`src/verilog/cad_pkg.sv`:
```
package cad_pkg;

  // element and arithmetic widths
  localparam int DATA_W = 8;
  localparam int PROD_W = 16;
  localparam int ACC_W = 20;

  // kernel geometry
  localparam int KER_SIDE = 5;
  localparam int KER_TAPS = KER_SIDE * KER_SIDE;

  // max-pool window
  localparam int POOL_SIDE = 2;

  typedef logic signed [DATA_W-1:0] data_t;
  typedef logic signed [ACC_W-1:0] acc_t;

endpackage

```
`src/verilog/cad_top.sv`:
```
`timescale 1ns/10ps

module cad_top #(
  parameter int IMG_SIDE = 8,
  parameter int IMG_COUNT = 2,
  parameter int KER_COUNT = 2,
  localparam int IMG_IDX_W = (IMG_COUNT > 1) ? $clog2(IMG_COUNT) : 1,
  localparam int KER_IDX_W = (KER_COUNT > 1) ? $clog2(KER_COUNT) : 1
) (
  input  logic                 clk,
  input  logic                 rst_n,
  input  logic                 i_in_valid,
  input  cad_pkg::data_t       i_matrix,
  input  logic                 i_start,
  input  logic [IMG_IDX_W-1:0] i_img_idx,
  input  logic [KER_IDX_W-1:0] i_ker_idx,
  output logic                 o_busy,
  output logic                 o_out_valid,
  output logic                 o_out_value
);

  localparam int POS_W = $clog2(IMG_SIDE);

  logic [IMG_IDX_W-1:0] img_sel;
  logic [KER_IDX_W-1:0] ker_sel;
  logic [POS_W-1:0] row;
  logic [POS_W-1:0] col;
  logic [2:0] tap_r;
  logic [2:0] tap_c;
  cad_pkg::data_t ker_val;
  cad_pkg::data_t pix_00;
  cad_pkg::data_t pix_01;
  cad_pkg::data_t pix_10;
  cad_pkg::data_t pix_11;
  logic acc_clear;
  logic acc_en;
  logic block_done;
  cad_pkg::acc_t res;
  logic res_valid;
  logic last_bit;

  operand_store #(
    .IMG_SIDE (IMG_SIDE),
    .IMG_COUNT(IMG_COUNT),
    .KER_COUNT(KER_COUNT)
  ) u_store (
    .clk       (clk),
    .rst_n     (rst_n),
    .i_in_valid(i_in_valid),
    .i_matrix  (i_matrix),
    .i_img_sel (img_sel),
    .i_ker_sel (ker_sel),
    .i_row     (row),
    .i_col     (col),
    .i_tap_r   (tap_r),
    .i_tap_c   (tap_c),
    .o_ker_val (ker_val),
    .o_pix_00  (pix_00),
    .o_pix_01  (pix_01),
    .o_pix_10  (pix_10),
    .o_pix_11  (pix_11)
  );

  window_sequencer #(
    .IMG_SIDE (IMG_SIDE),
    .IMG_COUNT(IMG_COUNT),
    .KER_COUNT(KER_COUNT)
  ) u_seq (
    .clk         (clk),
    .rst_n       (rst_n),
    .i_start     (i_start),
    .i_img_idx   (i_img_idx),
    .i_ker_idx   (i_ker_idx),
    .i_last_bit  (last_bit),
    .o_busy      (o_busy),
    .o_img_sel   (img_sel),
    .o_ker_sel   (ker_sel),
    .o_row       (row),
    .o_col       (col),
    .o_tap_r     (tap_r),
    .o_tap_c     (tap_c),
    .o_acc_clear (acc_clear),
    .o_acc_en    (acc_en),
    .o_block_done(block_done)
  );

  mac_pool u_mac (
    .clk         (clk),
    .rst_n       (rst_n),
    .i_ker_val   (ker_val),
    .i_pix_00    (pix_00),
    .i_pix_01    (pix_01),
    .i_pix_10    (pix_10),
    .i_pix_11    (pix_11),
    .i_acc_clear (acc_clear),
    .i_acc_en    (acc_en),
    .i_block_done(block_done),
    .o_res       (res),
    .o_res_valid (res_valid)
  );

  result_serializer u_ser (
    .clk        (clk),
    .rst_n      (rst_n),
    .i_res      (res),
    .i_res_valid(res_valid),
    .o_out_valid(o_out_valid),
    .o_out_value(o_out_value),
    .o_last_bit (last_bit)
  );

endmodule

```
`src/verilog/mac_pool.sv`:
```
`timescale 1ns/10ps

module mac_pool (
  input  logic           clk,
  input  logic           rst_n,
  input  cad_pkg::data_t i_ker_val,
  input  cad_pkg::data_t i_pix_00,
  input  cad_pkg::data_t i_pix_01,
  input  cad_pkg::data_t i_pix_10,
  input  cad_pkg::data_t i_pix_11,
  input  logic           i_acc_clear,
  input  logic           i_acc_en,
  input  logic           i_block_done,
  output cad_pkg::acc_t  o_res,
  output logic           o_res_valid
);

  localparam int LANES = cad_pkg::POOL_SIDE * cad_pkg::POOL_SIDE;

  cad_pkg::data_t pix[LANES];
  cad_pkg::acc_t acc[LANES];
  cad_pkg::acc_t sum_q[LANES];
  cad_pkg::acc_t max_top;
  cad_pkg::acc_t max_bot;
  logic sum_valid;

  function automatic cad_pkg::acc_t max2(input cad_pkg::acc_t a, input cad_pkg::acc_t b);
    return (a > b) ? a : b;
  endfunction

  // lane order follows the pool window with the top row first
  assign pix[0] = i_pix_00;
  assign pix[1] = i_pix_01;
  assign pix[2] = i_pix_10;
  assign pix[3] = i_pix_11;

  for (genvar g = 0; g < LANES; g++) begin : g_lane
    logic signed [cad_pkg::PROD_W-1:0] prod;

    assign prod = i_ker_val * pix[g];

    always_ff @(posedge clk) begin
      if (i_acc_clear) begin
        acc[g] <= '0;
      end else if (i_acc_en) begin
        acc[g] <= acc[g] + cad_pkg::acc_t'(prod);
      end
    end

    // snapshot before the next block clears the lane
    always_ff @(posedge clk) begin
      if (i_block_done) begin
        sum_q[g] <= acc[g];
      end
    end
  end

  assign max_top = max2(sum_q[0], sum_q[1]);
  assign max_bot = max2(sum_q[2], sum_q[3]);

  always_ff @(posedge clk) begin
    if (sum_valid) begin
      o_res <= max2(max_top, max_bot);
    end
  end

  always_ff @(posedge clk or negedge rst_n) begin
    if (!rst_n) begin
      sum_valid <= 1'b0;
      o_res_valid <= 1'b0;
    end else begin
      sum_valid <= i_block_done;
      o_res_valid <= sum_valid;
    end
  end

endmodule

```
`src/verilog/operand_store.sv`:
```
`timescale 1ns/10ps

module operand_store #(
  parameter int IMG_SIDE = 8,
  parameter int IMG_COUNT = 2,
  parameter int KER_COUNT = 2,
  localparam int IMG_IDX_W = (IMG_COUNT > 1) ? $clog2(IMG_COUNT) : 1,
  localparam int KER_IDX_W = (KER_COUNT > 1) ? $clog2(KER_COUNT) : 1,
  localparam int POS_W = $clog2(IMG_SIDE)
) (
  input  logic                 clk,
  input  logic                 rst_n,
  input  logic                 i_in_valid,
  input  cad_pkg::data_t       i_matrix,
  input  logic [IMG_IDX_W-1:0] i_img_sel,
  input  logic [KER_IDX_W-1:0] i_ker_sel,
  input  logic [POS_W-1:0]     i_row,
  input  logic [POS_W-1:0]     i_col,
  input  logic [2:0]           i_tap_r,
  input  logic [2:0]           i_tap_c,
  output cad_pkg::data_t       o_ker_val,
  output cad_pkg::data_t       o_pix_00,
  output cad_pkg::data_t       o_pix_01,
  output cad_pkg::data_t       o_pix_10,
  output cad_pkg::data_t       o_pix_11
);

  localparam int IMG_SZ = IMG_SIDE * IMG_SIDE;
  localparam int IMG_ELEMS = IMG_COUNT * IMG_SZ;
  localparam int KER_ELEMS = KER_COUNT * cad_pkg::KER_TAPS;
  localparam int TOTAL = IMG_ELEMS + KER_ELEMS;
  localparam int WR_W = $clog2(TOTAL);
  localparam int IMG_AW = $clog2(IMG_ELEMS);
  localparam int KER_AW = $clog2(KER_ELEMS);

  // images back to back, row-major, then kernels likewise
  cad_pkg::data_t img_mem[IMG_ELEMS];
  cad_pkg::data_t ker_mem[KER_ELEMS];

  logic [WR_W-1:0] wr_cnt;
  logic [WR_W-1:0] ker_wr;
  logic [POS_W-1:0] win_r;
  logic [POS_W-1:0] win_c;
  logic [IMG_AW-1:0] pix_base;
  logic [KER_AW-1:0] ker_addr;

  // load position that wraps for the next load
  always_ff @(posedge clk or negedge rst_n) begin
    if (!rst_n) begin
      wr_cnt <= '0;
    end else if (i_in_valid) begin
      if (wr_cnt == WR_W'(TOTAL - 1)) begin
        wr_cnt <= '0;
      end else begin
        wr_cnt <= wr_cnt + 1'b1;
      end
    end
  end

  assign ker_wr = wr_cnt - WR_W'(IMG_ELEMS);

  always_ff @(posedge clk) begin
    if (i_in_valid) begin
      if (wr_cnt < WR_W'(IMG_ELEMS)) begin
        img_mem[IMG_AW'(wr_cnt)] <= i_matrix;
      end else begin
        ker_mem[KER_AW'(ker_wr)] <= i_matrix;
      end
    end
  end

  // top-left pixel of the current tap
  assign win_r = i_row + POS_W'(i_tap_r);
  assign win_c = i_col + POS_W'(i_tap_c);
  assign pix_base = IMG_AW'(i_img_sel) * IMG_AW'(IMG_SZ)
                  + IMG_AW'(win_r) * IMG_AW'(IMG_SIDE)
                  + IMG_AW'(win_c);

  assign ker_addr = KER_AW'(i_ker_sel) * KER_AW'(cad_pkg::KER_TAPS)
                  + KER_AW'(i_tap_r) * KER_AW'(cad_pkg::KER_SIDE)
                  + KER_AW'(i_tap_c);

  assign o_ker_val = ker_mem[ker_addr];
  assign o_pix_00 = img_mem[pix_base];
  assign o_pix_01 = img_mem[pix_base + IMG_AW'(1)];
  assign o_pix_10 = img_mem[pix_base + IMG_AW'(IMG_SIDE)];
  assign o_pix_11 = img_mem[pix_base + IMG_AW'(IMG_SIDE + 1)];

endmodule

```
`src/verilog/result_serializer.sv`:
```
`timescale 1ns/10ps

module result_serializer (
  input  logic          clk,
  input  logic          rst_n,
  input  cad_pkg::acc_t i_res,
  input  logic          i_res_valid,
  output logic          o_out_valid,
  output logic          o_out_value,
  output logic          o_last_bit
);

  localparam int CNT_W = $clog2(cad_pkg::ACC_W);

  logic [cad_pkg::ACC_W-1:0] shreg;
  logic [CNT_W-1:0] cnt;

  // bits still to send after the one on the output
  always_ff @(posedge clk or negedge rst_n) begin
    if (!rst_n) begin
      o_out_valid <= 1'b0;
      o_out_value <= 1'b0;
      cnt <= '0;
    end else if (i_res_valid) begin
      o_out_valid <= 1'b1;
      o_out_value <= i_res[0];
      cnt <= CNT_W'(cad_pkg::ACC_W - 1);
    end else if (cnt != '0) begin
      o_out_value <= shreg[0];
      cnt <= cnt - 1'b1;
    end else begin
      o_out_valid <= 1'b0;
      o_out_value <= 1'b0;
    end
  end

  // lsb first
  always_ff @(posedge clk) begin
    if (i_res_valid) begin
      shreg <= i_res >> 1;
    end else if (cnt != '0) begin
      shreg <= shreg >> 1;
    end
  end

  assign o_last_bit = o_out_valid && (cnt == '0);

  // the MAC spacing must leave room for a full result
  a_no_overrun: assert property (@(posedge clk) disable iff (!rst_n)
    i_res_valid |-> (cnt == '0))
    else $error("result arrived during a shift");

endmodule

```
`src/verilog/window_sequencer.sv`:
```
`timescale 1ns/10ps

module window_sequencer #(
  parameter int IMG_SIDE = 8,
  parameter int IMG_COUNT = 2,
  parameter int KER_COUNT = 2,
  localparam int IMG_IDX_W = (IMG_COUNT > 1) ? $clog2(IMG_COUNT) : 1,
  localparam int KER_IDX_W = (KER_COUNT > 1) ? $clog2(KER_COUNT) : 1,
  localparam int POS_W = $clog2(IMG_SIDE)
) (
  input  logic                 clk,
  input  logic                 rst_n,
  input  logic                 i_start,
  input  logic [IMG_IDX_W-1:0] i_img_idx,
  input  logic [KER_IDX_W-1:0] i_ker_idx,
  input  logic                 i_last_bit,
  output logic                 o_busy,
  output logic [IMG_IDX_W-1:0] o_img_sel,
  output logic [KER_IDX_W-1:0] o_ker_sel,
  output logic [POS_W-1:0]     o_row,
  output logic [POS_W-1:0]     o_col,
  output logic [2:0]           o_tap_r,
  output logic [2:0]           o_tap_c,
  output logic                 o_acc_clear,
  output logic                 o_acc_en,
  output logic                 o_block_done
);

  localparam int CONV_SIDE = IMG_SIDE - cad_pkg::KER_SIDE + 1;
  localparam int BLK_SIDE = CONV_SIDE / cad_pkg::POOL_SIDE;
  localparam int POOLS = BLK_SIDE * BLK_SIDE;
  localparam int LAST_ORG = CONV_SIDE - cad_pkg::POOL_SIDE;
  localparam int CNT_W = $clog2(POOLS + 1);
  localparam logic [2:0] TAP_LAST = 3'(cad_pkg::KER_SIDE - 1);

  logic run;
  logic in_clear;
  logic [CNT_W-1:0] res_cnt;
  logic start_ok;
  logic last_tap;
  logic last_blk;

  assign start_ok = i_start && !o_busy;
  assign last_tap = (o_tap_r == TAP_LAST) && (o_tap_c == TAP_LAST);
  assign last_blk = (o_row == POS_W'(LAST_ORG)) && (o_col == POS_W'(LAST_ORG));

  // one clear cycle and then one enable per tap
  assign o_acc_clear = run && in_clear;
  assign o_acc_en = run && !in_clear;

  always_ff @(posedge clk or negedge rst_n) begin
    if (!rst_n) begin
      o_img_sel <= '0;
      o_ker_sel <= '0;
    end else if (start_ok) begin
      o_img_sel <= i_img_idx;
      o_ker_sel <= i_ker_idx;
    end
  end

  // busy lasts until the last pooled result has left the serializer
  always_ff @(posedge clk or negedge rst_n) begin
    if (!rst_n) begin
      o_busy <= 1'b0;
      res_cnt <= '0;
    end else if (start_ok) begin
      o_busy <= 1'b1;
      res_cnt <= '0;
    end else if (i_last_bit) begin
      res_cnt <= res_cnt + 1'b1;
      if (res_cnt == CNT_W'(POOLS - 1)) begin
        o_busy <= 1'b0;
      end
    end
  end

  always_ff @(posedge clk or negedge rst_n) begin
    if (!rst_n) begin
      run <= 1'b0;
      in_clear <= 1'b0;
      o_tap_r <= '0;
      o_tap_c <= '0;
      o_row <= '0;
      o_col <= '0;
      o_block_done <= 1'b0;
    end else begin
      o_block_done <= 1'b0;
      if (start_ok) begin
        run <= 1'b1;
        in_clear <= 1'b1;
        o_tap_r <= '0;
        o_tap_c <= '0;
        o_row <= '0;
        o_col <= '0;
      end else if (run && in_clear) begin
        in_clear <= 1'b0;
      end else if (run) begin
        if (last_tap) begin
          o_tap_r <= '0;
          o_tap_c <= '0;
          in_clear <= 1'b1;
          o_block_done <= 1'b1;
          // next pool block in raster order
          if (last_blk) begin
            run <= 1'b0;
          end else if (o_col == POS_W'(LAST_ORG)) begin
            o_col <= '0;
            o_row <= o_row + POS_W'(cad_pkg::POOL_SIDE);
          end else begin
            o_col <= o_col + POS_W'(cad_pkg::POOL_SIDE);
          end
        end else if (o_tap_c == TAP_LAST) begin
          o_tap_c <= '0;
          o_tap_r <= o_tap_r + 1'b1;
        end else begin
          o_tap_c <= o_tap_c + 1'b1;
        end
      end
    end
  end

  // the raster never outlives busy so no start can cut into a running job
  a_run_in_busy: assert property (@(posedge clk) disable iff (!rst_n)
    run |-> o_busy)
    else $error("block raster running while not busy");

  a_tap_range: assert property (@(posedge clk) disable iff (!rst_n)
    o_acc_en |-> (o_tap_r <= TAP_LAST) && (o_tap_c <= TAP_LAST))
    else $error("tap index out of kernel");

endmodule
```
`config.mk`:
```
export PLATFORM = sky130hd
export DESIGN_NAME = cad_top
export DESIGN_NICKNAME = d
export VERILOG_FILES = /design/src/verilog/cad_pkg.sv /design/src/verilog/cad_top.sv /design/src/verilog/mac_pool.sv /design/src/verilog/operand_store.sv /design/src/verilog/result_serializer.sv /design/src/verilog/window_sequencer.sv
export SDC_FILE = /design/constraint.sdc
export NUM_CORES = 2
export LEC_CHECK = 0
export ABC_AREA = 1
export BUFFER_PORTS_ARGS = -buffer_cell sky130_fd_sc_hd__buf_2
export CAP_MARGIN = 20
export CORE_MARGIN = 5
export CORE_UTILIZATION = 35
export CTS_BUF_LIST = sky130_fd_sc_hd__clkbuf_16
export DETAILED_ROUTE_END_ITERATION = 6
export REMOVE_ABC_BUFFERS = 1
export SETUP_SLACK_MARGIN = 0.05
export SYNTH_ARGS = -nofsm -noshare
export SYNTH_HDL_FRONTEND = slang
export SYNTH_HIERARCHICAL = 1
export SYNTH_SLANG_ARGS = --single-unit
```
`constraint.sdc`:
```
create_clock -name clk -period 9 [get_ports clk]
set_clock_uncertainty 0.15 [all_clocks]
set_input_delay 1.8 -clock clk [delete_from_list [all_inputs] [get_ports clk]]
set_output_delay 1.8 -clock clk [all_outputs]
set_load 0.05 [all_outputs]
```
## After elaboration in Yosys (flattened, before gate mapping)

Memory sizes are Yosys's and may differ from the RTL's.
Cells that the tools add are included.

- Reduce and logical (&&, ||, !) cells: 25
- Magnitude comparators: 4
- Equal/unequal tests: 9
- Mux-type cells: 69
- Bitwise gates (word level): 4
- Add/subtract/negate cells: 21
- $mul: 6

Operator list:

| kind | number |
|---|---|
| 2-to-1 mux 20 bit | 7 |
| adder 20 x 16 -> 20 bit | 4 |
| 2-to-1 mux 3 bit | 24 |
| multiplier 8 x 8 -> 16 bit | 4 |
| greater-than comparator 20 bit | 3 |
| 2-to-1 mux 19 bit | 2 |
| 2-to-1 mux 1 bit | 33 |
| adder 7 x 4 -> 7 bit, second input constant | 2 |
| nonzero test 2 bit | 6 |
| 2-to-1 mux 5 bit | 2 |
| adder 3 x 1 -> 3 bit, second input constant | 3 |
| equality test 3 x 2 -> 1 bit, second input constant | 3 |
| nonzero test 3 bit | 3 |
| adder 8 x 1 -> 8 bit, second input constant | 1 |
| equality test 8 bit, second input constant | 1 |
| less-than comparator 8 bit, second input constant | 1 |
| 2-to-1 mux 8 bit | 1 |
| adder 7 x 1 -> 7 bit, second input constant | 1 |
| adder 7 x 3 -> 7 bit | 1 |
| adder 7 x 6 -> 7 bit | 1 |
| adder 3 x 2 -> 3 bit, second input constant | 2 |
| adder 3 bit | 2 |
| adder 6 x 3 -> 6 bit | 1 |
| adder 6 bit | 1 |
| 16 further kinds | 29 |

- Output and inout bits: 3
- Input bits: 14
- Memories: 4
- Memory bits (writable): 1584
- Register bits: 77
- Logic and storage cells: 161

Memories:

| name | words | bits a word | read ports | clocked after Yosys merged registers in | write ports | line | text |
|---|---|---|---|---|---|---|---|
| u_store.img_mem | 128 | 8 | 4 | 0 | 1 | operand_store.sv:37 | `cad_pkg::data_t img_mem[IMG_ELEMS];` |
| u_store.ker_mem | 50 | 8 | 1 | 0 | 1 | operand_store.sv:38 | `cad_pkg::data_t ker_mem[KER_ELEMS];` |
| u_mac.acc | 4 | 20 | 4 | 0 | 4 | mac_pool.sv:21 | `cad_pkg::acc_t acc[LANES];` |
| u_mac.sum_q | 4 | 20 | 4 | 0 | 4 | mac_pool.sv:22 | `cad_pkg::acc_t sum_q[LANES];` |

## Depth between registers and ports, before layout

An unclocked memory read counts as a cell.

- Word-level depth: 8
- Gate-level depth with buffers: 44
- Gate-level depth less buffers: 38

## Cells and area by module

The synthesis kept the hierarchy.

Modules (own cells, without submodules):

| module | seq. area each (um^2) | times used | cells an instance | area an instance (um^2) |
|---|---|---|---|---|
| operand_store | 42961.2 | 1 | 7548 | 72104.2 |
| mac_pool | 5455.2 | 1 | 2702 | 23695.2 |
| result_serializer | 745.7 | 1 | 123 | 1159.9 |
| window_sequencer | 475.5 | 1 | 120 | 1047.3 |

## Worst setup path after synthesis

No wires, ideal clock.

- Path kind: register to register
- Start: register u_seq.o_ker_sel
- End: memory u_mac/acc[3][14] in the netlist's numbering, data pin
- Setup time: 0.257 ns
- Data required time: 8.593 ns
- Buffers on the path: 4
- Arrival time: 7.578 ns
- Stages on the path, launching flop included: 34
- Path slack: 1.015 ns
- Period minus slack after synthesis: 7.985 ns
- Cell sequence: dfrtp_1 > ha_1 > fa_1 > ha_1 > inv_1 > fa_1 > clkbuf_1 > clkbuf_1 > clkbuf_1 > o221ai_1 > nand3_1 > nand3_1 > nand3_1 > nand2_1 > clkbuf_1 > nand2_1 > inv_1 > fa_1 > fa_1 > fa_1 > inv_1 > fa_1 > fa_1 > inv_1 > ha_1 > nand3_1 > nand2_1 > a21boi_0 > o21ai_0 > inv_1 > nor2_1 > nor2_1 > o21ai_0 > nor2_1

RTL lines:

| what | line | text |
|---|---|---|
| start, declared | window_sequencer.sv:19 | `output logic [KER_IDX_W-1:0] o_ker_sel,` |
| start signal, assigned | window_sequencer.sv:57 | `o_ker_sel <= i_ker_idx;` |
| end, declared | mac_pool.sv:21 |  |

==> results.yml <==
critical_path:
  critical_path_buf_inv_count: 7
  cp.required_ps: 9440
  cpMaxStageDelayCell: "fa_4"
  path_class: "flip-flop to flip-flop"
  crit_family: "adder cells"
  critPathArrivalTime_ps: 9170
  cp-end-kind: "flip-flop"
  critPathMaxFanout: 80
  path_depth: 31
  max_stage_delay_ps: 900
  reg2regPathDepth: 31
  start_kind: "flip-flop"
  crit_path_frequent_cell: "nand2_1"
synthesis:
  syn_avg_cell_area_um2: 9.340
  ys_warn_count: 6
  ys_types: 52
  synth-seq-cells: 1659
  postSynthCellCount: 10490
  yosysSeqAreaShare_pct: 50.65
  synth_top_area_share_pct: 49.73
  netlist_area_mm2: 0.09801
  ys_top_cells_by_area: "edfxtp_1, fa_1, nand2_1"
  yosysTopAreaCell: "edfxtp_1"
floorplan:
  die_w_um: 539.2
  core_area_mm2: 0.2791
  die_area_mm2: 0.2907
  rows: 194
  initial_utilization_pct: 35.11
  die_h_um: 539.2
  io_pins: 17
sta:
  tns_ps: 0
  rsz0062_at_grt: "false"
  max_freq_mhz: 114.6
  maxSlewViolCount: 0
  setup_slack_ps: 270.3
  fin_crit_ps: 8730
  setup_viol: 0
  period_share_pct: 97.00
  hold_viol_final: 0
  max_slew_margin_pct: 17.66
  worst_pin_slew_ps: 1231
  whs_ps: 304.7
flow_run:
  cap_violations: 0
global_routing:
  grt_antenna_before_repair: 4
  grt_start_max_net_pins: 195
  grt_usage_pct: 20.91
  grt_pass1_wl_um: 468600
  grt_overflow: 0
  grt_pass1_vias: 74090
min_path:
  hold_depth: 0
  min_path_type: "flip-flop to flip-flop"
clock_network:
  cts_tree: "done"
  clk_latency_ps: 870
  clk_pin_slew_worst_paths_ps: 60
  cts_htree_levels: 4
  cts_root_buf: "clkbuf_16"
  cts_buffers: 179
  ctsLongestPathBuffers: 3
  cts_sinks: 1659
routing:
  drc: 0
  routedWlPerCell_um: 22.40
  final_antenna_net_count: 0
  first_pass_iters: 7
  routed_wl_um: 316300
  vias: 77330
  drtIter0Drc: 9494
  viasPerCell: 5.476
cells_and_area:
  post_route_cells_drive_above_1_share_pct: 5.916
  area_delta_synth_final_pct: 10.60
  post-route-util_pct: 38.83
  final_nets: 10890
  layout_common_cells: "nand2_1, edfxtp_1, inv_1, nand3_1, o21ai_0"
  final_common_cell: "nand2_1"
placement:
  gp_congestion: 1.008
  dp_slack_ps: 197.2
  dp_hpwl_um: 211800
  numPortBuffers: 16
power_and_ir_drop:
  p_per_area_mw_per_mm2: 274.7
  cellLeakagePower_nw: 43.44
  max-vdd-ir-drop_v: 0.0003733
status:
  status: "complete, no violations"
==> layout make-up <==
cell class | count | area [um2]
Inverter | 1371 | 5189
Multi-Input combinational cell | 6792 | 40360
Clock buffer | 179 | 4479
Antenna cell | 2 | 5.005
Clock inverter | 144 | 1436
Tap cell | 3724 | 4659
Timing Repair Buffer | 249 | 2623
Sequential cell | 1659 | 49640
Fill cell | 27400 | 170700
Timing Repair inverter | 1 | 5.005
==> logic make-up (layout without fill, tap and decap cells) <==
family                     Yosys count  after routing  share of synthesized area (%)
AOI/OAI and AO/OA                 2157           2157                          12.40
other                                1              4                       0.003826
and+or+nand+nor                   3909           3910                          16.82
buffers and inverters             2044           1944                          8.394
DFF                               1659           1659                          50.65
adders and majority gates          626            626                          10.73
muxes                               55             55                         0.5617
xor gates and xnor gates            42             42                         0.4405
==> sequential cells by signal (all words and copies together), names as in the netlist, 2 cells and up <==
name,count
u_mac/sum_q,80
u_seq/o_tap_c,3
u_mac/o_res,20
u_seq/res_cnt,3
u_seq/o_col,2
u_seq/o_tap_r,3
u_mac/acc,80
u_seq/o_row,2
u_store/img_mem,1024
u_store/wr_cnt,8
u_ser/shreg,19
u_ser/cnt,5
u_store/ker_mem,400
==> Yosys cell counts, drive strengths merged <==
master,instances
a211oi,1
a21boi,6
a21o,5
a21oi,625
a221oi,1
a31oi,3
and2,20
buf,328
clkbuf,345
clkinv,4
conb,1
dfrtp,36
edfxtp,1623
fa,358
ha,268
inv,1367
mux2i,55
nand2,1907
nand3,1233
nand3b,2
nand4,15
nor2,703
nor3,22
nor3b,3
o2111ai,3
o211ai,405
o21a,2
o21ai,1009
o21bai,18
o221ai,51
o22ai,23
o31ai,5
or2,4
xnor2,24
xor2,18
==> final timing paths <==
| path | to | start | slack [ps] |
|---|---|---|---|
| worst max-delay path | u_mac/acc[2][19]$_SDFFCE_PN0P_ | u_seq/o_tap_c[1]$_DFFE_PN0P_ | 270 |
| worst min-delay path | u_mac/sum_q[2][16]$_DFFE_PP_ | u_mac/acc[2][16]$_SDFFCE_PN0P_ | 300 |
| worst max register to register | u_mac/acc[2][19]$_SDFFCE_PN0P_ | u_seq/o_tap_c[1]$_DFFE_PN0P_ | 270 |
| worst min register to register | u_mac/sum_q[2][16]$_DFFE_PP_ | u_mac/acc[2][16]$_SDFFCE_PN0P_ | 300 |
| max in group asynchronous | u_seq/o_block_done$_DFF_PN0_ | rst_n | 6990 |
| min in group asynchronous | u_ser/cnt[3]$_DFFE_PN0P_ | rst_n | 940 |
==> metrics by stage <==
stage | power (mW) | instances | instance area (um2)
floorplan | 19.02 | 9821 | 94930
global placement | 22.21 | 13780 | 102200
detailed placement | 22.32 | 13780 | 102200
CTS | 29.87 | 14100 | 108200
global route | 32.16 | 14120 | 108400
finish | 29.78 | 14120 | 108400
==> power breakdown <==
| group | leakage (nW) | switching [mW] | internal (mW) |
|---|---|---|---|
| Combinational | 25.4 | 8.05 | 4.61 |
| Sequential | 15.1 | 0.268 | 9.41 |
| Clock | 2.98 | 3.24 | 4.20 |
==> layer usage <==
| layer | GRT usage [%] | wire [um] | vias to the layer above |
|---|---|---|---|
| li1 | - | - | 35220 |
| met1 | 27.88 | 128200 | 37810 |
| met2 | 33.16 | 144200 | 3574 |
| met3 | 3.415 | 26350 | 717 |
| met4 | 10.28 | 17540 | 2 |
| met5 | 0 | 10 | - |
==> timing repair <==
| action | CTS | global route |
|---|---|---|
| gates resized for setup | 0 | 21 |
| endpoints found under the setup margin | 0 | 33 |
| hold endpoints to repair | 0 | 0 |
| buffers inserted | 0 | 10 |
| hold buffers | 0 | 0 |
Power figures use the tool's default switching activity.
